==> src/verilog/mem_pkg.sv <==
package mem_pkg;

    // Memory geometry
    localparam int MEM_BYTES   = 256;               // One word per four bytes
    localparam int ADDR_W      = $clog2(MEM_BYTES); // Byte address width
    localparam int DATA_W      = 32;
    localparam int MEM_WORDS   = MEM_BYTES / 4;     // Entries per byte lane
    localparam int WORD_ADDR_W = ADDR_W - 2;        // Address of one aligned word

    // Load funct3 codes
    localparam logic [2:0] F3_LB  = 3'd0;
    localparam logic [2:0] F3_LH  = 3'd1;
    localparam logic [2:0] F3_LW  = 3'd2;
    localparam logic [2:0] F3_LBU = 3'd4;
    localparam logic [2:0] F3_LHU = 3'd5;

    // Store funct3 codes
    localparam logic [2:0] F3_SB  = 3'd0;
    localparam logic [2:0] F3_SH  = 3'd1;
    localparam logic [2:0] F3_SW  = 3'd2;

    // Access width of a load or store
    typedef enum logic [1:0] {
        SIZE_BYTE = 2'd0,
        SIZE_HALF = 2'd1,
        SIZE_WORD = 2'd2
    } mem_size_e;

endpackage

==> src/verilog/mem_req_if.sv <==
`timescale 1ns/1ps

interface mem_req_if import mem_pkg::*; ();

    logic                   req;        // Access strobe, one cycle
    logic                   we;         // Store when high, load when low
    logic [3:0]             byte_en;    // Lanes written by a store
    logic [WORD_ADDR_W-1:0] word_addr;
    logic [DATA_W-1:0]      wdata;      // Already shifted into its lanes
    mem_size_e              size;
    logic                   is_signed;
    logic [1:0]             offset;     // Byte offset inside the word
    logic                   misaligned; // Refused access, req stays low

    modport dec (
        output req, we, byte_en, word_addr, wdata,
        output size, is_signed, offset, misaligned
    );

    modport mem (
        input req, we, byte_en, word_addr, wdata,
        input size, is_signed, offset, misaligned
    );

endinterface

==> src/verilog/load_if.sv <==
`timescale 1ns/1ps

interface load_if import mem_pkg::*; ();

    logic              valid;     // Pulse one cycle after an accepted load
    logic [DATA_W-1:0] rdata;     // Raw aligned word
    mem_size_e         size;
    logic              is_signed;
    logic [1:0]        offset;
    logic              err;       // Pulse one cycle after a refused access

    modport mem (
        output valid, rdata, size, is_signed, offset, err
    );

    modport res (
        input valid, rdata, size, is_signed, offset, err
    );

endinterface

==> src/verilog/data_memory.sv <==
`timescale 1ns/1ps

module data_memory import mem_pkg::*; (
    input  logic              clk,
    input  logic              rst,
    mem_req_if.mem            req,
    input  logic              i_debug_en,
    input  logic [ADDR_W-1:0] i_debug_addr,
    output logic [DATA_W-1:0] o_debug_data,
    load_if.mem               ld
);

    logic [DATA_W-1:0]      rd_word;    // Word at the request address
    logic [DATA_W-1:0]      dbg_word;   // Word at the debug address
    logic [WORD_ADDR_W-1:0] dbg_waddr;
    logic                   rd_accept;

    assign dbg_waddr = i_debug_addr[ADDR_W-1:2];
    assign rd_accept = req.req && !req.we;

    // One memory per byte lane, little endian
    for (genvar ln = 0; ln < 4; ln++) begin : g_lane
        logic [7:0] lane_mem [MEM_WORDS];

        always_ff @(posedge clk or posedge rst) begin
            if (rst) begin
                for (int w = 0; w < MEM_WORDS; w++) begin
                    lane_mem[w] <= '0;
                end
            end else if (req.req && req.we && req.byte_en[ln]) begin
                lane_mem[req.word_addr] <= req.wdata[8*ln +: 8];
            end
        end

        assign rd_word[8*ln +: 8]  = lane_mem[req.word_addr];
        assign dbg_word[8*ln +: 8] = lane_mem[dbg_waddr];
    end

    // Pulses for the result stage
    always_ff @(posedge clk or posedge rst) begin
        if (rst) begin
            ld.valid <= 1'b0;
            ld.err   <= 1'b0;
        end else begin
            ld.valid <= rd_accept;
            ld.err   <= req.misaligned;
        end
    end

    // Load word and its attributes, held until the next accepted load
    always_ff @(posedge clk or posedge rst) begin
        if (rst) begin
            ld.rdata     <= '0;
            ld.size      <= SIZE_BYTE;
            ld.is_signed <= 1'b0;
            ld.offset    <= 2'b00;
        end else if (rd_accept) begin
            ld.rdata     <= rd_word;
            ld.size      <= req.size;
            ld.is_signed <= req.is_signed;
            ld.offset    <= req.offset;
        end
    end

    // Debug read holds until the next request
    always_ff @(posedge clk or posedge rst) begin
        if (rst) begin
            o_debug_data <= '0;
        end else if (i_debug_en) begin
            o_debug_data <= dbg_word;
        end
    end

endmodule

==> src/flat_wrapper.sv <==
// flat-port wrapper written by rule: the top's interface ports become plain ports
module data_memory_flat import mem_pkg::*;
  (clk, rst, i_debug_en, i_debug_addr, o_debug_data, req_req, req_we, req_byte_en, req_word_addr, req_wdata, req_size, req_is_signed, req_offset, req_misaligned, ld_valid, ld_rdata, ld_size, ld_is_signed, ld_offset, ld_err);
  mem_req_if req_i ();
  load_if ld_i ();
  input  logic clk;
  input  logic rst;
  input  logic i_debug_en;
  input  logic [ADDR_W-1:0] i_debug_addr;
  output logic [DATA_W-1:0] o_debug_data;
  input wire logic [$bits(req_i.req)-1:0] req_req;
  input wire logic [$bits(req_i.we)-1:0] req_we;
  input wire logic [$bits(req_i.byte_en)-1:0] req_byte_en;
  input wire logic [$bits(req_i.word_addr)-1:0] req_word_addr;
  input wire logic [$bits(req_i.wdata)-1:0] req_wdata;
  input wire logic [$bits(req_i.size)-1:0] req_size;
  input wire logic [$bits(req_i.is_signed)-1:0] req_is_signed;
  input wire logic [$bits(req_i.offset)-1:0] req_offset;
  input wire logic [$bits(req_i.misaligned)-1:0] req_misaligned;
  output wire logic [$bits(ld_i.valid)-1:0] ld_valid;
  output wire logic [$bits(ld_i.rdata)-1:0] ld_rdata;
  output wire logic [$bits(ld_i.size)-1:0] ld_size;
  output wire logic [$bits(ld_i.is_signed)-1:0] ld_is_signed;
  output wire logic [$bits(ld_i.offset)-1:0] ld_offset;
  output wire logic [$bits(ld_i.err)-1:0] ld_err;
  assign req_i.req = req_req;
  assign req_i.we = req_we;
  assign req_i.byte_en = req_byte_en;
  assign req_i.word_addr = req_word_addr;
  assign req_i.wdata = req_wdata;
  assign req_i.size = req_size;
  assign req_i.is_signed = req_is_signed;
  assign req_i.offset = req_offset;
  assign req_i.misaligned = req_misaligned;
  assign ld_valid = ld_i.valid;
  assign ld_rdata = ld_i.rdata;
  assign ld_size = ld_i.size;
  assign ld_is_signed = ld_i.is_signed;
  assign ld_offset = ld_i.offset;
  assign ld_err = ld_i.err;
  data_memory u_core (.clk(clk), .rst(rst), .req(req_i), .i_debug_en(i_debug_en), .i_debug_addr(i_debug_addr), .o_debug_data(o_debug_data), .ld(ld_i));
endmodule
==> config.mk <==
export PLATFORM = sky130hd
export DESIGN_NAME = data_memory_flat
export DESIGN_NICKNAME = d
export VERILOG_FILES = /design/src/verilog/mem_pkg.sv /design/src/verilog/mem_req_if.sv /design/src/verilog/load_if.sv /design/src/verilog/data_memory.sv /design/src/flat_wrapper.sv
export SDC_FILE = /design/constraint.sdc
export NUM_CORES = 2
export LEC_CHECK = 0
export BUFFER_PORTS_ARGS = -buffer_cell sky130_fd_sc_hd__clkbuf_2
export CAP_MARGIN = 20
export CORE_UTILIZATION = 50
export DETAILED_ROUTE_END_ITERATION = 10
export PLACE_DENSITY = 0.73
export RECOVER_POWER = 25
export SKIP_CTS_REPAIR_TIMING = 1
export SLEW_MARGIN = 15
export SYNTH_ARGS = -nofsm -noshare
export SYNTH_HDL_FRONTEND = slang
export SYNTH_SLANG_ARGS = --single-unit
==> constraint.sdc <==
create_clock -name clk -period 59.5 [get_ports clk]
set_clock_uncertainty 0.2 [all_clocks]
set_input_delay 0 -clock clk [delete_from_list [all_inputs] [get_ports clk]]
set_output_delay 0 -clock clk [all_outputs]
set_load 0.01 [all_outputs]
==> results.yml <==
synthesis:
  synth.distinct_cells: 66
  synth_nets: 8169
  yosys_warnings: 0
  syn-cell-area_um2: 112000
  synthArstFlopShare_pct: 100
  syn_inst: 8108
  yosysSeqAreaShare_pct: 47.3
  synth_edf_count: 0
  synth_ff_type: "dfrtp_1"
  avgSynthCellArea_um2: 13.8
  ys_ff_latch: 2119
final_layout:
  finalInstanceArea_um2: 123000
  fin_nets: 8058
  area_growth_pct: 9.75
  drive_above_1_share_pct: 43.8
  final_cells: 11200
  fin_util_pct: 55.3
critical_path:
  critPathCaptureType: "asynchronous set/reset pin"
  cp.arrival_ns: 15.42
  crit_type: "in2async"
  startpoint_type: "primary input"
  critPathMaxFanout: 190
  critPathRequiredTime_ns: 58.45
hold_path:
  min_path_type: "in2reg"
power_and_ir_drop:
  power.leakage_nw: 55.7
  p_per_area_nw_per_um2: 27.5
  ir_drop_mv: 0.0251
  power_mw: 3.38
clock_tree:
  h-tree-depth: 4
  clock_latency_ns: 0.88
  cts_made_buffers: 218
  cts.sinks: 2119
  tritoncts: "done"
  cts_buffer_depth: 3
  cts-root-buf: "clkbuf_16"
  clk_pin_slew_ns: 0.06
routing:
  wl_per_cell_um: 36.2
  vias: 81400
  avgViaCountPerCell: 7.28
  antenna_left: 0
  drc: 0
  first_iter_violations: 11300
  dr.pass1.iters: 6
  routed_wl_mm: 404
sta:
  worst_pin_slew_ns: 10.73
  setup_viol: 0
  tns_ns: 0
  max_freq_mhz: 60.7
  rsz0062_at_grt: "false"
  slew_viol_final: 777
  finalCritPeriodShare_pct: 27.7
  relSlewSlack_pct: -616
  hold_violations: 0
  min_period_ns: 16.47
placement:
  portBuffers: 129
  post_dp_cell_area_um2: 115000
  finalWeightedCongestion: 0.940
  placedCellCount: 10700
  dp_hpwl_mm: 247
grt:
  grt_max_degree: 191
  grt_antenna_before_repair: 17
  grt_overflow: 0
  track_usage_pct: 35.5
  grt_pass1_vias: 81100
  grt_pass1_wl_mm: 582
run_status:
  status: "complete, but fails checks"
  violations: "max-capacitance violations, max-slew violations"
job:
  drv_cap: 13
floorplanning:
  dieHeight_um: 476
  io_pins: 132
  start_util_pct: 50.4
  core_area_um2: 223000
  die_width_um: 476
  dieArea_um2: 226000
  rows: 173
-- cell type report --
type                       count  area, µm²
antenna                       25       62.6
clock buffer                 346       6620
fill                       17900      99400
timing repair buffer         408       3090
inverter                       6       37.5
tap                         2975       3720
clock inverter                55        637
multi-input combinational   5244      55900
sequential                  2119      53000
-- worst paths after layout --
check | from | end | slack (ns) | cells after the start
min in group asynchronous | rst | u_core.g_lane[0].lane_mem[171] | 0.23 | 4
max reg2reg | u_core.g_lane[0].lane_mem[453] | u_core.ld.rdata[5] | 56.30 | 6
min reg2reg | u_core.o_debug_data[20] | u_core.o_debug_data[20] | 0.30 | 2
max | rst | u_core.g_lane[2].lane_mem[356] | 43.03 | 6
min | i_debug_addr[4] | u_core.o_debug_data[17] | 0.02 | 5
max in group clk | req_word_addr[0] | u_core.g_lane[3].lane_mem[172] | 50.56 | 7
-- cells in the mapped netlist (4+ instances only) --
cell | number | area [µm²]
nor3_2 | 7 | 70.1
a22o_1 | 53 | 464
buf_4 | 49 | 368
buf_1 | 70 | 263
nand2_2 | 8 | 50.1
mux2_2 | 2185 | 24600
a31oi_1 | 24 | 150
o32a_1 | 20 | 200
o2111ai_1 | 10 | 87.6
o2bb2ai_1 | 10 | 87.6
nor2_1 | 162 | 608
nor2_2 | 170 | 1060
o21ai_0 | 167 | 836
a41oi_1 | 4 | 35.0
nor3b_2 | 4 | 50.1
nor2b_1 | 9 | 56.3
o211ai_1 | 10 | 75.1
buf_2 | 201 | 1010
a221oi_1 | 231 | 2020
nand2_1 | 194 | 728
buf_6 | 16 | 180
a222oi_1 | 14 | 140
o22ai_1 | 102 | 638
inv_1 | 5 | 18.8
dfrtp_1 | 2119 | 53000
nor3_1 | 9 | 45.0
mux2i_1 | 495 | 4950
o22a_1 | 15 | 131
a211oi_1 | 5 | 37.5
mux4_2 | 611 | 13800
nand3_1 | 120 | 601
a221o_1 | 22 | 220
and3_1 | 17 | 106
nand2b_1 | 39 | 244
a21oi_1 | 103 | 515
and2_1 | 7 | 43.8
clkbuf_1 | 402 | 1510
o221ai_1 | 15 | 131
a22oi_1 | 353 | 2650
and3b_1 | 4 | 35.0
-- per-layer routing --
metal  vias up  wire, µm  track usage (%)
met3      1523     55300             12.9
met5         -       140                0
li1      31100         -                -
met1     42400    146000             46.0
met2      6290    174000             50.7
met4        22     28400             21.4
-- power breakdown --
group / switching [mW] / internal (mW)
logic: 0.239 / 0.156
registers: 0.0613 / 1.51
clock network: 0.601 / 0.810
-- worst max-delay path, cell delays in order --
cell and delay, ns:
dlygate4sd3_1 0.53, clkbuf_2 0.10, dlygate4sd3_1 0.55, clkinvlp_2 0.66, clkbuf_1 7.42, clkbuf_1 5.73
-- per-stage QoR --
stage	setup slack, ns	hold WS, ns
floorplan	29.87	-0.169
global placement	53.45	-0.114
detailed placement	53.30	-0.105
CTS	54.21	-1.03
global route	40.03	0.0232
finish	43.03	0.0242
-- kinds of logic (layout without fill, tap and decap cells) --
logic type / Yosys count / in the layout / synth area share (%)
simple gates: 774 / 774 / 3.46
buf+inv: 745 / 815 / 2.99
compound gates: 1176 / 1176 / 7.64
flops: 2119 / 2119 / 47.3
other cells: 0 / 25 / 0
mux: 3294 / 3294 / 38.6
-- state kept, by name, summed over array words and instances, names as in the netlist --
signal,cells
u_core.g_lane.lane_mem,2048
u_core.ld.err,1
u_core.ld.rdata,32
u_core.o_debug_data,32
u_core.ld.offset,2
u_core.ld.valid,1
u_core.ld.is_signed,1
u_core.ld.size,2
-- placed cells by master, fill, tap and decap left out, types with 10 or more instances in the layout --
master | Yosys | layout
a21oi_1 | 103 | 103
a221o_1 | 22 | 22
a221oi_1 | 231 | 231
a222oi_1 | 14 | 14
a22o_1 | 53 | 53
a22oi_1 | 353 | 353
a31oi_1 | 24 | 24
and3_1 | 17 | 15
buf_12 | 0 | 14
buf_4 | 49 | 172
bufinv_16 | 0 | 12
clkbuf_1 | 402 | 155
clkbuf_16 | 0 | 224
clkbuf_2 | 1 | 48
clkbuf_8 | 0 | 56
clkinv_2 | 0 | 31
dfrtp_1 | 2119 | 2119
diode_2 | 0 | 25
dlygate4sd3_1 | 0 | 71
mux2_2 | 2185 | 2183
mux2i_1 | 495 | 495
mux4_2 | 611 | 611
nand2_1 | 194 | 196
nand2b_1 | 39 | 34
nand3_1 | 120 | 118
nor2_1 | 162 | 187
nor2_2 | 170 | 135
nor2_4 | 2 | 12
o2111ai_1 | 10 | 10
o211ai_1 | 10 | 10
o21ai_0 | 167 | 167
o221ai_1 | 15 | 15
o22a_1 | 15 | 15
o22ai_1 | 102 | 102
o2bb2ai_1 | 10 | 10
o32a_1 | 20 | 20
(Power assumes the default switching activity.)
