File: config.mk
export PLATFORM = sky130hd
export DESIGN_NAME = mem_access_decode_flat
export DESIGN_NICKNAME = d
export VERILOG_FILES = /design/src/verilog/mem_pkg.sv /design/src/verilog/mem_req_if.sv /design/src/verilog/mem_access_decode.sv /design/src/flat_wrapper.sv
export SDC_FILE = /design/constraint.sdc
export NUM_CORES = 1
export LEC_CHECK = 0
export ABC_AREA = 1
export ABC_CLOCK_PERIOD_IN_PS = 900
export BUFFER_PORTS_ARGS = -buffer_cell sky130_fd_sc_hd__buf_2
export CAP_MARGIN = 5
export CORE_UTILIZATION = 35
export DETAILED_ROUTE_END_ITERATION = 10
export PLACE_DENSITY_LB_ADDON = 0.3
export SYNTH_ARGS = -nofsm -noshare
export SYNTH_HDL_FRONTEND = slang
export SYNTH_SLANG_ARGS = --single-unit
File: constraint.sdc
create_clock -name vclk -period 0.9
set_clock_uncertainty 0.2 [all_clocks]
set_input_delay 0.09 -clock vclk [all_inputs]
set_output_delay 0.09 -clock vclk [all_outputs]
set_load 0.005 [all_outputs]
File: src/verilog/mem_pkg.sv
package mem_pkg;

    // Memory geometry
    localparam int MEM_BYTES   = 256;               // One word per four bytes
    localparam int ADDR_W      = $clog2(MEM_BYTES); // Byte address width
    localparam int DATA_W      = 32;
    localparam int MEM_WORDS   = MEM_BYTES / 4;     // Entries per byte lane
    localparam int WORD_ADDR_W = ADDR_W - 2;        // Address of one aligned word

    // Load funct3 codes
    localparam logic [2:0] F3_LB  = 3'd0;
    localparam logic [2:0] F3_LH  = 3'd1;
    localparam logic [2:0] F3_LW  = 3'd2;
    localparam logic [2:0] F3_LBU = 3'd4;
    localparam logic [2:0] F3_LHU = 3'd5;

    // Store funct3 codes
    localparam logic [2:0] F3_SB  = 3'd0;
    localparam logic [2:0] F3_SH  = 3'd1;
    localparam logic [2:0] F3_SW  = 3'd2;

    // Access width of a load or store
    typedef enum logic [1:0] {
        SIZE_BYTE = 2'd0,
        SIZE_HALF = 2'd1,
        SIZE_WORD = 2'd2
    } mem_size_e;

endpackage

File: src/verilog/mem_req_if.sv
`timescale 1ns/1ps

interface mem_req_if import mem_pkg::*; ();

    logic                   req;        // Access strobe, one cycle
    logic                   we;         // Store when high, load when low
    logic [3:0]             byte_en;    // Lanes written by a store
    logic [WORD_ADDR_W-1:0] word_addr;
    logic [DATA_W-1:0]      wdata;      // Already shifted into its lanes
    mem_size_e              size;
    logic                   is_signed;
    logic [1:0]             offset;     // Byte offset inside the word
    logic                   misaligned; // Refused access, req stays low

    modport dec (
        output req, we, byte_en, word_addr, wdata,
        output size, is_signed, offset, misaligned
    );

    modport mem (
        input req, we, byte_en, word_addr, wdata,
        input size, is_signed, offset, misaligned
    );

endinterface

File: src/verilog/mem_access_decode.sv
`timescale 1ns/1ps

module mem_access_decode import mem_pkg::*; (
    input  logic              i_valid,
    input  logic              i_stall,
    input  logic              i_mem_read,
    input  logic              i_mem_write,
    input  logic              i_branch,
    input  logic              i_zero_alu,
    input  logic [2:0]        i_funct3,
    input  logic [ADDR_W-1:0] i_addr,
    input  logic [DATA_W-1:0] i_write_data,
    output logic              o_pc_source,
    mem_req_if.dec            req
);

    mem_size_e  size;
    logic       is_signed;
    logic       aligned;
    logic       access;   // Valid, unstalled, exactly one of read or write
    logic [1:0] offset;

    assign offset = i_addr[1:0];
    assign access = i_valid && !i_stall && (i_mem_read ^ i_mem_write);

    // Width and signedness from funct3
    always_comb begin
        size      = SIZE_WORD;
        is_signed = 1'b0;
        if (i_mem_write) begin
            case (i_funct3)
                F3_SB:   size = SIZE_BYTE;
                F3_SH:   size = SIZE_HALF;
                F3_SW:   size = SIZE_WORD;
                default: size = SIZE_WORD;
            endcase
        end else begin
            case (i_funct3)
                F3_LB: begin
                    size      = SIZE_BYTE;
                    is_signed = 1'b1;
                end
                F3_LH: begin
                    size      = SIZE_HALF;
                    is_signed = 1'b1;
                end
                F3_LW:   size = SIZE_WORD;
                F3_LBU:  size = SIZE_BYTE;
                F3_LHU:  size = SIZE_HALF;
                default: size = SIZE_WORD; // Unknown codes act as a plain word
            endcase
        end
    end

    always_comb begin
        case (size)
            SIZE_BYTE: aligned = 1'b1;
            SIZE_HALF: aligned = !offset[0];
            default:   aligned = (offset == 2'b00);
        endcase
    end

    // Lanes touched by a store
    always_comb begin
        case (size)
            SIZE_BYTE: req.byte_en = 4'b0001 << offset;
            SIZE_HALF: req.byte_en = 4'b0011 << offset;
            default:   req.byte_en = 4'b1111;
        endcase
    end

    assign req.wdata      = i_write_data << {offset, 3'b000}; // Move data to its lanes
    assign req.req        = access && aligned;
    assign req.misaligned = access && !aligned;
    assign req.we         = i_mem_write;
    assign req.word_addr  = i_addr[ADDR_W-1:2];
    assign req.size       = size;
    assign req.is_signed  = is_signed;
    assign req.offset     = offset;

    assign o_pc_source = i_branch && i_zero_alu && i_valid && !i_stall;

endmodule

File: src/flat_wrapper.sv
// flat-port wrapper written by rule: the top's interface ports become plain ports
module mem_access_decode_flat import mem_pkg::*;
  (i_valid, i_stall, i_mem_read, i_mem_write, i_branch, i_zero_alu, i_funct3, i_addr, i_write_data, o_pc_source, req_req, req_we, req_byte_en, req_word_addr, req_wdata, req_size, req_is_signed, req_offset, req_misaligned);
  mem_req_if req_i ();
  input  logic i_valid;
  input  logic i_stall;
  input  logic i_mem_read;
  input  logic i_mem_write;
  input  logic i_branch;
  input  logic i_zero_alu;
  input  logic [2:0] i_funct3;
  input  logic [ADDR_W-1:0] i_addr;
  input  logic [DATA_W-1:0] i_write_data;
  output logic o_pc_source;
  output wire logic [$bits(req_i.req)-1:0] req_req;
  output wire logic [$bits(req_i.we)-1:0] req_we;
  output wire logic [$bits(req_i.byte_en)-1:0] req_byte_en;
  output wire logic [$bits(req_i.word_addr)-1:0] req_word_addr;
  output wire logic [$bits(req_i.wdata)-1:0] req_wdata;
  output wire logic [$bits(req_i.size)-1:0] req_size;
  output wire logic [$bits(req_i.is_signed)-1:0] req_is_signed;
  output wire logic [$bits(req_i.offset)-1:0] req_offset;
  output wire logic [$bits(req_i.misaligned)-1:0] req_misaligned;
  assign req_req = req_i.req;
  assign req_we = req_i.we;
  assign req_byte_en = req_i.byte_en;
  assign req_word_addr = req_i.word_addr;
  assign req_wdata = req_i.wdata;
  assign req_size = req_i.size;
  assign req_is_signed = req_i.is_signed;
  assign req_offset = req_i.offset;
  assign req_misaligned = req_i.misaligned;
  mem_access_decode u_core (.i_valid(i_valid), .i_stall(i_stall), .i_mem_read(i_mem_read), .i_mem_write(i_mem_write), .i_branch(i_branch), .i_zero_alu(i_zero_alu), .i_funct3(i_funct3), .i_addr(i_addr), .i_write_data(i_write_data), .o_pc_source(o_pc_source), .req(req_i));
endmodule
==> results of run 1 <==
==> area by class of cell <==
class              instances  area [sq um]
fillers                  214           693
well taps                 28          35.0
multi-input cells        122           672
inverters                 23           101
repair inverters           1          8.76
repair buffers           105           702
==> worst max-delay path, cell delays in order <==
cell and delay [ns]:
buf_12 0.13, nor2_4 0.16, buf_6 0.13, nand2_1 0.06, o211ai_1 0.11, buf_2 0.16
==> worst min-delay path by stage <==
stage	start	cells after the start	endpoint	slack (ns)
6_report	i_addr[6]	0	req_word_addr[4]	-0.02
5_1_grt	i_addr[4]	0	req_word_addr[2]	-0.02
4_1_cts	i_addr[5]	0	req_word_addr[3]	-0.02
3_5_place_dp	i_addr[5]	0	req_word_addr[3]	-0.02
3_3_place_gp	i_addr[5]	0	req_word_addr[3]	-0.02
2_1_floorplan	i_funct3[2]	1	req_is_signed	0.01
==> cell families (layout without fill, tap and decap cells) <==
family,count (synthesis),count (layout),synth area share [%]
and+or+nand+nor,93,93,48.0
AOI/OAI and AO/OA,29,29,23.6
buffers and inverters,41,129,28.3
==> cell usage after synthesis (4+ instances only) <==
library cell  count  share of area [%]
nand2_2           4                3.0
o211ai_1          8                7.3
inv_1            21                9.5
buf_4             9                8.2
and2_1            8                6.1
buf_2             4                2.4
nand3_1           7                4.2
nor2_1           11                5.0
buf_6             4                5.5
nand2_1          59                 27
o21ai_0          10                6.1
o21ai_2           8                8.5
==> layer usage <==
layer / share of wire, % / GRT usage, % / wire length [microns]
met5: 0 / 0 / 0
met4: 1.5 / 4.63 / 42
met3: 7.2 / 1.21 / 208
met2: 54 / 45.8 / 1550
met1: 38 / 24.1 / 1090
==> report_power, final <==
group / switching, W / internal (W)
clock network: 0 / 0
logic: 0.000353 / 0.000381
registers: 0 / 0
total: 0.000353 / 0.000381
==> layout by cell type, fill, tap and decap left out, drive strengths merged <==
cell type	n
clkinv	1
nand2	63
o21ai	20
o211ai	8
and2	8
nor3	1
inv	23
nor2	13
nand3	7
a21oi	1
buf	105
and3	1
==> metrics by stage <==
| stage | util [%] | TNS [ns] | hold WS, ns | setup WS, ns |
|---|---|---|---|---|
| floorplan | - | -0.0985 | 0.0100 | -0.0123 |
| global placement | 57.5 | -8.23 | -0.0200 | -0.286 |
| detailed placement | 57.5 | -8.48 | -0.0200 | -0.284 |
| CTS | 65.3 | -4.61 | -0.0200 | -0.180 |
| global route | 68.7 | -6.35 | -0.0200 | -0.264 |
| finish | 68.7 | -4.56 | -0.0200 | -0.237 |
==> repair_timing <==
action	in CTS	in global routing
buffers inserted	1	0
pin swaps	5	7
gates resized for setup	35	20
gates cloned	3	0
hold endpoints to repair	6	6
setup endpoints to repair	41	40
==> results.md, run 1 <==
- Seq cells: 0
- Netlist Area Pre-Place: between 800 and 900 sq um
- Final Net Count: 302
- RD Place Congestion: 0.816
- First-pass GRT wire length: 4660 microns
- Initial antenna violation count: 0
- Die X: 50.6 microns
- Ys Warns: 0
- Max Clk Rate: 879 MHz
- Mapped Cells: 163
- Max Slew Vio Count: 0
- PortBufs: 88
- CP endpoint kind: output port
- Worst Max-Slew Pin Slew: 0.227 ns
- Status: finished with violations
- Final std cells w/o fill: approximately 280
- Worst-path fanout max: 7
- Pleak: 0.897 nW
- WP data arrival: 0.85 ns
- Num ports: 100
- Rows: 17
- Yosys cell types: 19
- Layout cells sized above 1: between 50 and 60%
- Hold slack: -0.0200 ns
- Syn_area_per_cell: 5.07 sq um
- Critical path capture point: req_wdata[22]
- Syn nets: 212
- Type of the worst setup path: in2out
- N_diodes: 0
- Iteration-0 DRC Markers: 13
- Power density over the cells: 483 mW/mm^2
- Fin worst setup slack: -0.237 ns
- Gr ovfl total: 0
- Total area of sequential cells: 0 sq um
- Failing checks: negative hold slack, negative setup slack
- Slew HR: 84.8%
- Maximum Capacitance Violations: 0
- DRC Markers: 0
- Fin crit period: 1.14 ns
- Vias in the first global route: 1,163
- Effective utilization at floorplan: roughly 37%
- Hold Fails Final Rpt: 6
- Vias per cell: 4.65
- All-Layer GR Usage: 22.2%
- Post-synthesis sequential area ratio: 0%
- Largest net degree at the start of global routing: 19
- # setup viols final: 38
- DRT antenna net count: 0
- Die area: 0.00256 sq mm
- Clock buffer cells: 0
- VDD IR max: 0.000264 V
- Core area: 0.00221 sq mm
- Drt pass-1 iters: 4
- CP Launch Point: i_addr[0]
- Average wire per standard cell: 10.4 microns
- Area growth syn-to-layout: 83.9%
- DR vias: 1,296
- Post-DP Area: 0.00127 sq mm
- Inst Count DP: approximately 280
- Die H: 50.6 microns
- Cell area after layout: 0.00152 sq mm
- Hold Crit Class: in2out
- Final worst-path cycle share: 126%
- HPWL Detailed: 2140 microns
- Worst EP required: 0.61 ns
- Routed WL: a little under 3000 microns
- CP Launch Type: input port
- Design Power: 0.000733 W
- RSZ-0062 raised after global routing: yes
(Power assumes the default switching activity.)
==> run 2, diff against run 1 <==
==> constraint.sdc (replaced) <==
create_clock -name vclk -period 0.9
set_clock_uncertainty 0.2 [all_clocks]
set_input_delay 0.135 -clock vclk [all_inputs]
set_output_delay 0.135 -clock vclk [all_outputs]
set_load 0.005 [all_outputs]
==> run 2 against run 1 <==
The flow finishes with violations (negative setup slack). Final area grew 18%. Non-clock buffer count grew 3. Highest routed layer unchanged. Final cell count grew 1.4%. Sequential share of layout area is the same. Die area is the same. First-iteration DRC count grew 31%. Critical path depth is the same. Global-route usage grew 1.0 points. Setup slack lost 0.073 ns. Via count grew 9.2%. Combinational power grew 23%. Routed wire length grew 26%.
==> results.md, run 2 (synthesis gave the netlist of run 1 again) <==
- Commonest cells after routing, fill and taps aside: buf_2 (76), nand2_1 (36), inv_1 (16)
- Total area of sequential cells: 0 sq um (unchanged)
- All-Layer GR Usage: 23.2% (+1.0 points)
- DRT antenna net count: 0 (unchanged)
- WP data arrival: 0.88 ns (+0.03 ns)
- Fin crit period: 1.21 ns (+0.0730 ns)
- Die area: 0.00256 sq mm (unchanged)
- Pleak: 1.00 nW (+12%)
- Core area: 0.00221 sq mm (unchanged)
- Final worst-path cycle share: 134% (+8.1 points)
- Initial antenna violation count: 0 (unchanged)
- Inst Count DP: 278 (+1.1%)
- Fin worst setup slack: -0.310 ns (-0.0730 ns)
- RD Place Congestion: 0.788 (-3.5%)
- Vias per cell: 5.00 (+7.6%)
- Comb pwr share: 100.0% (about the same)
- Routed WL: 3640 microns (+26%)
- CP Launch Type: input port
- Hold slack: 0.0700 ns (+0.0900 ns)
- HPWL Detailed: 2190 microns (+2.2%)
- Type of the worst setup path: in2out
- PortBufs: 88 (unchanged)
- Iteration-0 DRC Markers: 17 (+4)
- Max Clk Rate: 826 MHz (-6.0%)
- Vias in the first global route: 1,165 (+0.17%)
- RSZ-0062 raised after global routing: yes
- Int Pwr: 0.000467 W (+23%)
- Drt pass-1 iters: 4 (unchanged)
- M3 GR Usage: 0.909% (-0.30 points)
- Worst EP required: 0.56 ns (-0.05 ns)
- Seq cells: 0 (unchanged)
- Effective utilization at floorplan: 37.3% (unchanged)
- Part of the power in registers: 0% (unchanged)
- Post-CTS Hold Buffers: 0
- Met2 usage: 45.3% (-0.44 points)
- CP endpoint kind: output port
- Average wire per standard cell: 12.9 microns (+24%)
- Hold Crit Class: in2out
- Gr ovfl total: 0 (unchanged)
- Clock buffer cells: 0 (unchanged)
- Final std cells w/o fill: 283 (+1.4%)
- DRC Markers: 0 (unchanged)
- Slew HR: 87.5% (+2.7 points)
- # setup viols final: 39 (+2.6%)
- Fill cell count: 160 (-25%)
- Psw: 0.000434 W (+23%)
- First-pass GRT wire length: 4890 microns (+4.7%)
- Clock power share: 0% (unchanged)
- DR vias: 1,415 (+9.2%)
- Max Slew Vio Count: 0 (unchanged)
- Design Power: 0.000901 W (+23%)
- Die H: 50.6 microns (unchanged)
- Maximum Capacitance Violations: 0 (unchanged)
- Met1 Resource Use GR: 28.5% (+4.4 points)
- Final Net Count: 306 (+1.3%)
- Num ports: 100 (unchanged)
- VDD IR max: 0.000345 V (+31%)
- Worst-path fanout max: 4 (-3)
- Commonest non-fill, non-tap cell in the layout: buf_2
- Area growth syn-to-layout: 117%
- Die X: 50.6 microns (unchanged)
- Sw frac: 48.2% (+0.082 points)
- Worst Max-Slew Pin Slew: 0.186 ns (-0.0405 ns)
- Grt peak-use layer: met2
- Hold Fails Final Rpt: 0 (-6)
- N_diodes: 0 (unchanged)
- Power density over the cells: 504 mW/mm^2 (+4.4%)
- Layout cells sized above 1: 64.7% (+10 points)
- Status: finished with violations
- Failing checks: negative setup slack
- Rows: 17 (unchanged)
- Final Util: 80.8% (+12 points)
- Largest net degree at the start of global routing: 16 (-3)
-- run 2: critical path, stage by stage --
cell,delay [ns]
buf_12,0.12
nor2_4,0.18
buf_6,0.14
nand2_1,0.06
o211ai_1,0.10
buf_2,0.15
-- run 2: power groups by stage --
stage	logic (W)	registers, W	clock network, W
6_report	0.000901	0	0
5_1_grt	0.000973	0	0
4_1_cts	0.000706	0	0
3_5_place_dp	0.000604	0	0
3_3_place_gp	0.000602	0	0
2_1_floorplan	0.000355	0	0
-- run 2: worst paths after layout --
path              startpoint                to  cells past startpoint
setup / recovery   i_addr[1]     req_wdata[22]                      6
hold / removal     i_addr[6]  req_word_addr[4]                      0
-- run 2: final cells by class --
type / instances / area (sq um) / area share (%)
timing repair buffer: 108 / 810 / 45.3
timing repair inverter: 1 / 11.3 / 0.630
multi-input combinational: 123 / 828 / 46.3
inverter: 23 / 104 / 5.81
tap: 28 / 35.0 / 1.96
-- run 2: repair_timing --
action | 4_1_cts | 5_1_grt
setup endpoints to repair | 43 | 41
setup buffers | 0 | 1
gates cloned | 3 | 2
pin swaps | 21 | 17
resized for setup | 51 | 64
-- run 2: metal layers --
layer / share of wire [%] / vias to the layer above
met5: 0 / -
met4: 1.8 / 0
met3: 5.6 / 10
met2: 54 / 69
met1: 38 / 645
li1: - / 691
-- run 2: per-stage QoR --
step                setup slack (ns)  setup TNS (ns)  instance area, sq um
detailed placement            -0.377          -12.00                  1290
global route                  -0.352           -9.26                  1790
CTS                           -0.246           -6.94                  1480
floorplan                    -0.0847           -1.88                   857
global placement              -0.353          -11.89                  1290
finish                        -0.310           -7.82                  1790
