$ cat config.mk
export PLATFORM = sky130hd
export DESIGN_NAME = load_align_flat
export DESIGN_NICKNAME = d
export VERILOG_FILES = /design/src/verilog/mem_pkg.sv /design/src/verilog/load_if.sv /design/src/verilog/load_align.sv /design/src/flat_wrapper.sv
export SDC_FILE = /design/constraint.sdc
export NUM_CORES = 1
export LEC_CHECK = 0
export BUFFER_PORTS_ARGS = -buffer_cell sky130_fd_sc_hd__buf_4
export CAP_MARGIN = 20
export CORE_AREA = 2 2 50 52
export DETAILED_ROUTE_END_ITERATION = 8
export DIE_AREA = 0 0 52 54
export GPL_ROUTABILITY_DRIVEN = 0
export PLACE_DENSITY = 0.79
export SYNTH_ARGS = -nofsm -noshare
export SYNTH_HDL_FRONTEND = slang
export SYNTH_SLANG_ARGS = --single-unit
$ cat constraint.sdc
create_clock -name vclk -period 1.1
set_input_delay 0.055 -clock vclk [all_inputs]
set_output_delay 0.055 -clock vclk [all_outputs]
set_load 0.01 [all_outputs]
$ cat src/verilog/mem_pkg.sv
package mem_pkg;

    // Memory geometry
    localparam int MEM_BYTES   = 256;               // One word per four bytes
    localparam int ADDR_W      = $clog2(MEM_BYTES); // Byte address width
    localparam int DATA_W      = 32;
    localparam int MEM_WORDS   = MEM_BYTES / 4;     // Entries per byte lane
    localparam int WORD_ADDR_W = ADDR_W - 2;        // Address of one aligned word

    // Load funct3 codes
    localparam logic [2:0] F3_LB  = 3'd0;
    localparam logic [2:0] F3_LH  = 3'd1;
    localparam logic [2:0] F3_LW  = 3'd2;
    localparam logic [2:0] F3_LBU = 3'd4;
    localparam logic [2:0] F3_LHU = 3'd5;

    // Store funct3 codes
    localparam logic [2:0] F3_SB  = 3'd0;
    localparam logic [2:0] F3_SH  = 3'd1;
    localparam logic [2:0] F3_SW  = 3'd2;

    // Access width of a load or store
    typedef enum logic [1:0] {
        SIZE_BYTE = 2'd0,
        SIZE_HALF = 2'd1,
        SIZE_WORD = 2'd2
    } mem_size_e;

endpackage

$ cat src/verilog/load_if.sv
`timescale 1ns/1ps

interface load_if import mem_pkg::*; ();

    logic              valid;     // Pulse one cycle after an accepted load
    logic [DATA_W-1:0] rdata;     // Raw aligned word
    mem_size_e         size;
    logic              is_signed;
    logic [1:0]        offset;
    logic              err;       // Pulse one cycle after a refused access

    modport mem (
        output valid, rdata, size, is_signed, offset, err
    );

    modport res (
        input valid, rdata, size, is_signed, offset, err
    );

endinterface

$ cat src/verilog/load_align.sv
`timescale 1ns/1ps

module load_align import mem_pkg::*; (
    load_if.res               ld,
    output logic              o_load_valid,
    output logic              o_misaligned,
    output logic [DATA_W-1:0] o_load_data
);

    logic [7:0]  sel_byte;
    logic [15:0] sel_half;

    // Byte lane picked by the offset
    assign sel_byte = ld.rdata[{ld.offset, 3'b000} +: 8];

    // Halfwords only sit at offset 0 or 2
    assign sel_half = ld.offset[1] ? ld.rdata[31:16] : ld.rdata[15:0];

    always_comb begin
        case (ld.size)
            SIZE_BYTE: begin
                if (ld.is_signed) begin
                    o_load_data = {{24{sel_byte[7]}}, sel_byte};
                end else begin
                    o_load_data = {24'b0, sel_byte};
                end
            end
            SIZE_HALF: begin
                if (ld.is_signed) begin
                    o_load_data = {{16{sel_half[15]}}, sel_half};
                end else begin
                    o_load_data = {16'b0, sel_half};
                end
            end
            default: o_load_data = ld.rdata; // Full word as read
        endcase
    end

    assign o_load_valid = ld.valid;
    assign o_misaligned = ld.err;

endmodule

$ cat src/flat_wrapper.sv
// flat-port wrapper written by rule: the top's interface ports become plain ports
module load_align_flat import mem_pkg::*;
  (o_load_valid, o_misaligned, o_load_data, ld_valid, ld_rdata, ld_size, ld_is_signed, ld_offset, ld_err);
  load_if ld_i ();
  output logic o_load_valid;
  output logic o_misaligned;
  output logic [DATA_W-1:0] o_load_data;
  input wire logic [$bits(ld_i.valid)-1:0] ld_valid;
  input wire logic [$bits(ld_i.rdata)-1:0] ld_rdata;
  input wire logic [$bits(ld_i.size)-1:0] ld_size;
  input wire logic [$bits(ld_i.is_signed)-1:0] ld_is_signed;
  input wire logic [$bits(ld_i.offset)-1:0] ld_offset;
  input wire logic [$bits(ld_i.err)-1:0] ld_err;
  assign ld_i.valid = ld_valid;
  assign ld_i.rdata = ld_rdata;
  assign ld_i.size = ld_size;
  assign ld_i.is_signed = ld_is_signed;
  assign ld_i.offset = ld_offset;
  assign ld_i.err = ld_err;
  load_align u_core (.ld(ld_i), .o_load_valid(o_load_valid), .o_misaligned(o_misaligned), .o_load_data(o_load_data));
endmodule
==> results of run 1 <==
cell usage after synthesis, drive strengths merged (2+ instances only):
master and instances:
nor4b 4, nor2 2, mux2 6, a211oi 3, o21ai 18, a221o 8, nor3 3, nor4 6
nand2 21, buf 5, nand2b 2, nand3 3, a22o 4, clkbuf 9, a32oi 3, mux2i 2
and3b 3, nor2b 6
logic make-up after synthesis:
family	Yosys count	share of synthesized area (%)
simple gates	53	39.5
mux	9	14.8
buf+inv	15	10.7
compound gates	38	35.0
through the flow:
step | cell area (sq um) | setup TNS (ns) | hold slack [ns]
floorplan | 774 | -0.229 | 0.202
global placement | 1420 | -3.85 | 0.110
detailed placement | 1420 | -4.80 | 0.110
CTS | 1510 | -3.68 | 0.110
global route | 1590 | -4.90 | 0.110
finish | 1590 | -3.89 | 0.110
timing repair:
| action | CTS | global route |
|---|---|---|
| cloned | 1 | 0 |
| resized for setup | 19 | 14 |
| buffers inserted | 2 | 1 |
| pin swaps | 1 | 3 |
| setup endpoints to repair | 29 | 31 |
critical path, cell delays in order:
cell     delay [ns]
buf_8          0.09
mux4_2         0.51
nor3b_4        0.18
a221o_1        0.28
buf_6          0.13
how the worst max path moves through the flow:
stage / endpoint / slack, ns / depth (start not counted) / startpoint
2_1_floorplan: o_load_data[10] / -0.06 / 4 / ld_offset[1]
3_3_place_gp: o_load_data[12] / -0.20 / 5 / ld_offset[1]
3_5_place_dp: o_load_data[12] / -0.24 / 5 / ld_offset[1]
4_1_cts: o_load_data[12] / -0.20 / 5 / ld_offset[1]
5_1_grt: o_load_data[10] / -0.24 / 5 / ld_offset[1]
6_report: o_load_data[10] / -0.20 / 5 / ld_offset[1]
power by group:
group | internal (uW) | switching (uW) | total, uW
combinational | 442 | 345 | 787
sequential | 0 | 0 | 0
clock | 0 | 0 | 0
total | 442 | 345 | 787
metal layers:
metal | vias up | part of all wire (%) | GRT usage (%)
met5 | - | 0 | 0
li1 | 605 | - | -
met1 | 574 | 37 | 27.2
met3 | 8 | 4.8 | 0.833
met4 | 0 | 2.6 | 5.26
met2 | 56 | 55 | 51.3
layout make-up:
class / instances / area [sq um]
Fill cell: 200 / 733
Inverter: 1 / 5.00
Multi-Input combinational cell: 100 / 769
Tap cell: 30 / 37.5
Timing Repair Buffer: 94 / 774
==> flow_metrics.tcl, run 1 <==
set metrics [dict create \
    synth_seq_area_share_pct 0 \
    first_iter_violations 41 \
    clkbuf_count 0 \
    antenna_cells 0 \
    dp_hpwl_mm 2.60 \
    start_kind "primary input" \
    yosys_warnings 0 \
    ant_nets 0 \
    slew_violations 0 \
    hp-class "primary input to output port" \
    synth_nets 154 \
    cts_hold_buffers 0 \
    die_area_sq_um 2810 \
    drc 0 \
    layout_commonest_cell "buf_4" \
    synth_area_leaders "a221o_1 (10%), nand2_1 (10%), mux2_2 (8.8%), o21ai_1 (6.5%), o21ai_0 (5.2%)" \
    worst_slack_ns -0.201 \
    crit_arrival_ns 1.25 \
    violations "negative setup slack" \
    required_ns 1.04 \
    grt_pass1_vias 1192 \
    grt_max_degree 19 \
    grt_pass1_wl_mm 5.35 \
    wl_per_cell_um 15.6 \
    drive_gt1_share_pct 60.0 \
    yosysUniqueCellTypes 28 \
    relSlewSlack_pct 81.3 \
    routed_wl_mm 3.51 \
    area_growth_syn_to_layout_pct 106 \
    whs_endpoint "o_misaligned" \
    antenna_found_initial 0 \
    post-place-ws_ns -0.239 \
    synth.top_cell.area_share_pct 10.4 \
    pwr_density_cell_nw_per_um2 496 \
    track_usage_pct 24.6 \
    die_x_um 52 \
    crit_type "primary input to output port" \
    port-buffer-count 69 \
    total_leakage_power_uw 0.000754 \
    peakVddDrop_uv 319 \
    worst_pin_slew_ns 0.279 \
    rows 18 \
    overflow 0 \
    max_freq_mhz 769 \
    finalCritPeriodShare_pct 118 \
    place_inst 221 \
    status "finished, violations left" \
    rsz0062_at_grt "yes" \
    setup_viol 28 \
    top_level_ports 73 \
    nFlopsAndLatches 0 \
    cap_violations 0 \
    die_h_um 54 \
    min_from "ld_err" \
    core_area_sq_um 2320 \
    end_kind "output port" \
    fin_cells 225 \
    route.vias.total 1243 \
    synth_top_cell_by_area "a221o_1" \
    nets 236 \
    fin_util_pct 68.4 \
    hold_violations 0 \
    mostFrequentLayoutCells "buf_4 (79), nand2_1 (21), buf_6 (13)" \
    min_period_ns 1.30 \
    avgSynthCellArea_sq_um 6.69 \
    min_path_cells 0 \
    syn_inst 115 \
    register_area_sq_um 0 \
    path_max_fanout 5 \
    via_per_inst 5.52 \
    initial_core_util_pct 33.2 \
    firstDrtPassIters 4 \
    synthesis.area_sq_um 769 \
    power.total_uw 787 \
]
No activity file was read; power rests on OpenSTA's default activity.
==> run 2, diff against run 1 <==
--- a/config.mk
+++ b/config.mk
@@ -5,13 +5,15 @@
 export SDC_FILE = /design/constraint.sdc
 export NUM_CORES = 1
 export LEC_CHECK = 0
+export ABC_AREA = 1
 export BUFFER_PORTS_ARGS = -buffer_cell sky130_fd_sc_hd__buf_4
-export CAP_MARGIN = 20
-export CORE_AREA = 2 2 50 52
+export CAP_MARGIN = 10
+export CORE_AREA = 2 2 52 54
 export DETAILED_ROUTE_END_ITERATION = 8
-export DIE_AREA = 0 0 52 54
+export DIE_AREA = 0 0 54 56
 export GPL_ROUTABILITY_DRIVEN = 0
-export PLACE_DENSITY = 0.79
+export PLACE_DENSITY = 0.77
+export RECOVER_POWER = 100
 export SYNTH_ARGS = -nofsm -noshare
 export SYNTH_HDL_FRONTEND = slang
 export SYNTH_SLANG_ARGS = --single-unit
==> run 2 against run 1 <==
  * The flow now finishes without violations
  * Synthesized cell count grew 40%
  * Cell count up 15%
  * Sequential cell count unchanged
  * Worst hold slack hardly changed
==> flow_metrics.tcl, run 2 <==
set metrics [dict create \
    grt_pass1_wl_mm 4.63 \
    register_area_sq_um 0 \
    pwr-share-comb_pct 100.0 \
    hp-class "primary input to output port" \
    hold_violations 0 \
    relSlewSlack_pct 85.9 \
    end_kind "output port" \
    finalCritPeriodShare_pct 92.9 \
    syn_inst 161 \
    switching_share_pct 49.2 \
    fin_hold_ws_ns 0.110 \
    wl_per_cell_um 11.4 \
    seqPwrFrac_pct 0 \
    antenna_found_initial 0 \
    die_area_sq_um 3020 \
    p_switching_uw 330 \
    drive_gt1_share_pct 48.7 \
    nets 269 \
    setup_viol 0 \
    power_frac_clock_pct 0 \
    die_x_um 54 \
    cts_hold_buffers 0 \
    firstDrtPassIters 4 \
    initial_core_util_pct 35.3 \
    max_freq_mhz 978 \
    mostFrequentLayoutCells "nand2_1 (102), buf_4 (75), nand3_2 (21)" \
    synth_seq_area_share_pct 0 \
    yosys_warnings 0 \
    synth_top_cell_by_area "nand2_1" \
    synth.most_common_cell "nand2_1" \
    min_period_ns 1.02 \
    worst_pin_slew_ns 0.211 \
    synth_nets 200 \
    grt_max_degree 25 \
    slew_violations 0 \
    worst_slack_ns 0.0779 \
    die_h_um 56 \
    internal_power_uw 341 \
    pwr_density_cell_nw_per_um2 459 \
    total_leakage_power_uw 0.000945 \
    ant_nets 0 \
    synth.top_cell.area_share_pct 44.6 \
    peakVddDrop_uv 294 \
    path_max_fanout 12 \
    synthesis.area_sq_um 858 \
    cpMaxStageDelayCell "nand2_4" \
    top_level_ports 73 \
    setup-tns-final_ns 0 \
    critPathBufInv 3 \
    synth_area_leaders "nand2_1 (45%), nand3_2 (24%), nand3_1 (7.0%), buf_6 (5.2%), nor2_8 (4.7%)" \
    max_stage_delay_ns 0.13 \
    required_ns 1.04 \
    antenna_cells 0 \
    first_iter_violations 14 \
    fin_util_pct 60.0 \
    power.total_uw 671 \
    area_growth_syn_to_layout_pct 70.1 \
    status "complete, no violations" \
    nFlopsAndLatches 0 \
    n_fill_cell 241 \
    rows 18 \
    cap_violations 0 \
    yosys-top-cells-count "nand2_1 (102), nand3_2 (21), nand3_1 (12), buf_6 (4), nand2_2 (4)" \
    clkbuf_count 0 \
    crit_arrival_ns 0.97 \
    yosysUniqueCellTypes 15 \
    grt_pass1_vias 1099 \
    crit_type "primary input to output port" \
    rsz0062_at_grt "no" \
    start_kind "primary input" \
    drc 0 \
    core_area_sq_um 2430 \
    via_per_inst 4.63 \
    overflow 0 \
    avgSynthCellArea_sq_um 5.33 \
    cp_cell_sequence "buf_4 -> inv_6 -> nand2_4 -> nor2_1 -> nand2_1 -> nand2_4 -> nand2_8 -> nand3_1 -> buf_4" \
    cpLargestDelayFamily "simple AND/OR/NAND/NOR gates" \
    route.vias.total 1195 \
    post-place-ws_ns -0.0543 \
    dp_hpwl_mm 2.29 \
    port-buffer-count 69 \
    layout_commonest_cell "nand2_1" \
    routed_wl_mm 2.95 \
    track_usage_pct 19.0 \
]
==> run 2: stage by stage <==
step / area, sq um / cells
after floorplan: 858 / 161
after global placement: 1420 / 257
after detailed placement: 1420 / 257
after CTS: 1430 / 257
after global routing: 1460 / 258
final: 1460 / 258
==> run 2: final timing paths <==
check | from | to | slack, ns | depth (start not counted)
max | ld_size[0] | o_load_data[29] | 0.08 | 9
min | ld_err | o_misaligned | 0.11 | 0
==> run 2: cells by family (layout without fill, tap and decap cells) <==
kind of cell | count (synthesis) | after routing | synth area share [%]
compound gates | 1 | 1 | 0.583
buf+inv | 16 | 82 | 12.7
simple gates | 144 | 145 | 86.7
==> run 2: repair_timing <==
action,4_1_cts,5_1_grt
pin swaps,0,2
resized for setup,2,4
endpoints found under the setup margin,24,27
endpoints found under the hold margin,0,0
setup buffers,0,0
cloned,0,1
==> run 2: routing by layer <==
| metal | GRT usage [%] | up-vias | routed length (um) |
|---|---|---|---|
| li1 | - | 639 | - |
| met1 | 24.8 | 516 | 1250 |
| met2 | 33.8 | 40 | 1480 |
| met3 | 2.42 | 0 | 220 |
| met4 | 0.714 | 0 | 0 |
| met5 | 0 | - | 0 |
==> run 2: final cells by class <==
type                            count  area (sq um)  share of cell area [%]
Timing Repair Buffer               78           614                    42.1
Inverter                            4          25.0                    1.71
Tap cell                           30          37.5                    2.57
Multi-Input combinational cell    146           783                    53.6
==> run 2: power groups by stage <==
stage               combinational [uW]  sequential, uW  clock [uW]
floorplan                          333               0           0
global placement                   652               0           0
detailed placement                 656               0           0
CTS                                663               0           0
global route                       734               0           0
finish                             671               0           0
==> run 3, diff against run 2 <==
--- a/config.mk
+++ b/config.mk
@@ -8,11 +8,11 @@
 export ABC_AREA = 1
 export BUFFER_PORTS_ARGS = -buffer_cell sky130_fd_sc_hd__buf_4
 export CAP_MARGIN = 10
-export CORE_AREA = 2 2 52 54
+export CORE_AREA = 2 2 49 51
 export DETAILED_ROUTE_END_ITERATION = 8
-export DIE_AREA = 0 0 54 56
+export DIE_AREA = 0 0 51 53
 export GPL_ROUTABILITY_DRIVEN = 0
-export PLACE_DENSITY = 0.77
+export PLACE_DENSITY = 0.83
 export RECOVER_POWER = 100
 export SYNTH_ARGS = -nofsm -noshare
 export SYNTH_HDL_FRONTEND = slang
==> constraint.sdc (replaced) <==
create_clock -name vclk -period 1
set_input_delay 0.05 -clock vclk [all_inputs]
set_output_delay 0.05 -clock vclk [all_outputs]
set_load 0.01 [all_outputs]
==> run 3 against run 2 <==
  * Combinational power is 24% higher
  * Core utilization rose by 17 points
  * Via count up 9.0%
  * Cell count up 3.1%
  * Die area shrank 11%
  * Worst hold slack got worse by 0.010 ns
  * First-iteration DRC count increased by 36%
  * Total power is 24% higher
  * Clock-buffer cell count unchanged
  * Global-route usage is 1.6 points higher
  * Critical endpoint is now o_load_data[25]
  * Largest cell class unchanged
==> flow_metrics.tcl, run 3 (synthesized netlist as in run 2, its figures left out) <==
set metrics [dict create \
    status "complete, no violations" \
    slew_violations 0 \
    grt_pass1_vias 1093 \
    initial_core_util_pct 40.0 \
    hp-class "primary input to output port" \
    grt_max_degree 20 \
    total_leakage_power_uw 0.00105 \
    top_level_ports 73 \
    pwr_density_cell_nw_per_um2 501 \
    peakVddDrop_uv 307 \
    die_h_um 53 \
    first_iter_violations 19 \
    grt_pass1_wl_mm 4.53 \
    required_ns 0.95 \
    critPathBufInv 4 \
    fin_cells 266 \
    finalCritPeriodShare_pct 98.9 \
    layout_commonest_cell "nand2_1" \
    min_path_cells 0 \
    min_period_ns 0.989 \
    register_area_sq_um 0 \
    ant_nets 0 \
    end_kind "output port" \
    max_freq_mhz 1010 \
    route.vias.total 1302 \
    clkbuf_count 0 \
    overflow 0 \
    power.total_uw 830 \
    nFlopsAndLatches 0 \
    n_fill_cell 167 \
    relSlewSlack_pct 90.3 \
    drc 0 \
    via_per_inst 4.89 \
    place_inst 265 \
    cts_hold_buffers 0 \
    hold_violations 0 \
    area_growth_syn_to_layout_pct 93.3 \
    nets 279 \
    drive_gt1_share_pct 54.2 \
    antenna_found_initial 0 \
    crit_type "primary input to output port" \
    routed_wl_mm 3.22 \
    wl_met2_mm 1.74 \
    mostFrequentLayoutCells "nand2_1 (98), buf_4 (72), nand3_2 (20)" \
    wl_met1_mm 1.25 \
    rows 17 \
    min_from "ld_err" \
    firstDrtPassIters 4 \
    core_area_sq_um 2150 \
    start_kind "primary input" \
    cap_violations 0 \
    wl_per_cell_um 12.1 \
    crit_top_cell "nand2_2" \
    path_max_fanout 7 \
    die_x_um 51 \
    wl_met3_um 184 \
    dp_hpwl_mm 2.37 \
    routed.top_layer "met4" \
    cpMaxStageDelayCell "buf_8" \
    setup_viol 0 \
    cpLargestDelayFamily "buffers and inverters" \
    whs_endpoint "o_misaligned" \
    max_stage_delay_ns 0.16 \
    worst_pin_slew_ns 0.145 \
    die_area_sq_um 2700 \
    antenna_cells 0 \
    track_usage_pct 20.5 \
    cp_cell_sequence "buf_6 -> inv_4 -> nand2_8 -> nor2_4 -> nand2_2 -> nand2_2 -> nand2_4 -> buf_8 -> nand3_2 -> buf_4" \
    port-buffer-count 69 \
    crit_arrival_ns 0.94 \
]
## run 3: per-stage QoR
| stage | utilization [%] | worst slack, ns | instance area [sq um] | hold slack, ns | setup TNS, ns |
|---|---|---|---|---|---|
| 3_5_place_dp | 69.4 | -0.0466 | 1490 | 0.100 | -0.275 |
| 2_1_floorplan | - | 0.126 | 858 | 0.192 | 0 |
| 3_3_place_gp | 69.4 | -0.0121 | 1490 | 0.100 | -0.0322 |
| 6_report | 77.2 | 0.0109 | 1660 | 0.100 | 0 |
| 5_1_grt | 77.2 | -0.0184 | 1660 | 0.100 | -0.143 |
| 4_1_cts | 70.4 | -0.00466 | 1510 | 0.100 | -0.00968 |
## run 3: area by class of cell
cell class,instances,area [sq um],share of cell area [%]
Inverter,4,35.0,2.11
Multi-Input combinational cell,145,823,49.6
Tap cell,28,35.0,2.11
Timing Repair Buffer,89,766,46.2
## run 3: worst max-delay path by stage
stage,from,end,slack (ns),cells past startpoint
finish,ld_size[0],o_load_data[25],0.01,10
global placement,ld_offset[1],o_load_data[9],-0.01,9
CTS,ld_size[1],o_load_data[6],-0.005,7
detailed placement,ld_offset[1],o_load_data[9],-0.05,10
floorplan,ld_size[1],o_load_data[11],0.13,9
global route,ld_offset[1],o_load_data[25],-0.02,10
## run 3: repair_timing
action                                  in CTS  in global routing
gates resized for setup                      5                 35
buffers inserted                             1                  0
cloned                                       0                  0
pin swaps                                    3                  8
endpoints found under the setup margin      21                 30
## run 3: where the power goes
group          total (uW)  internal (uW)  switching [uW]
combinational         830            439             392
sequential              0              0               0
clock                   0              0               0
total                 830            439             392
## run 3: per-layer routing
metal,vias to the layer above,global-route usage [%]
met1,582,24.2
met2,54,42.4
met3,4,1.13
met5,-,0
met4,0,0
li1,662,-
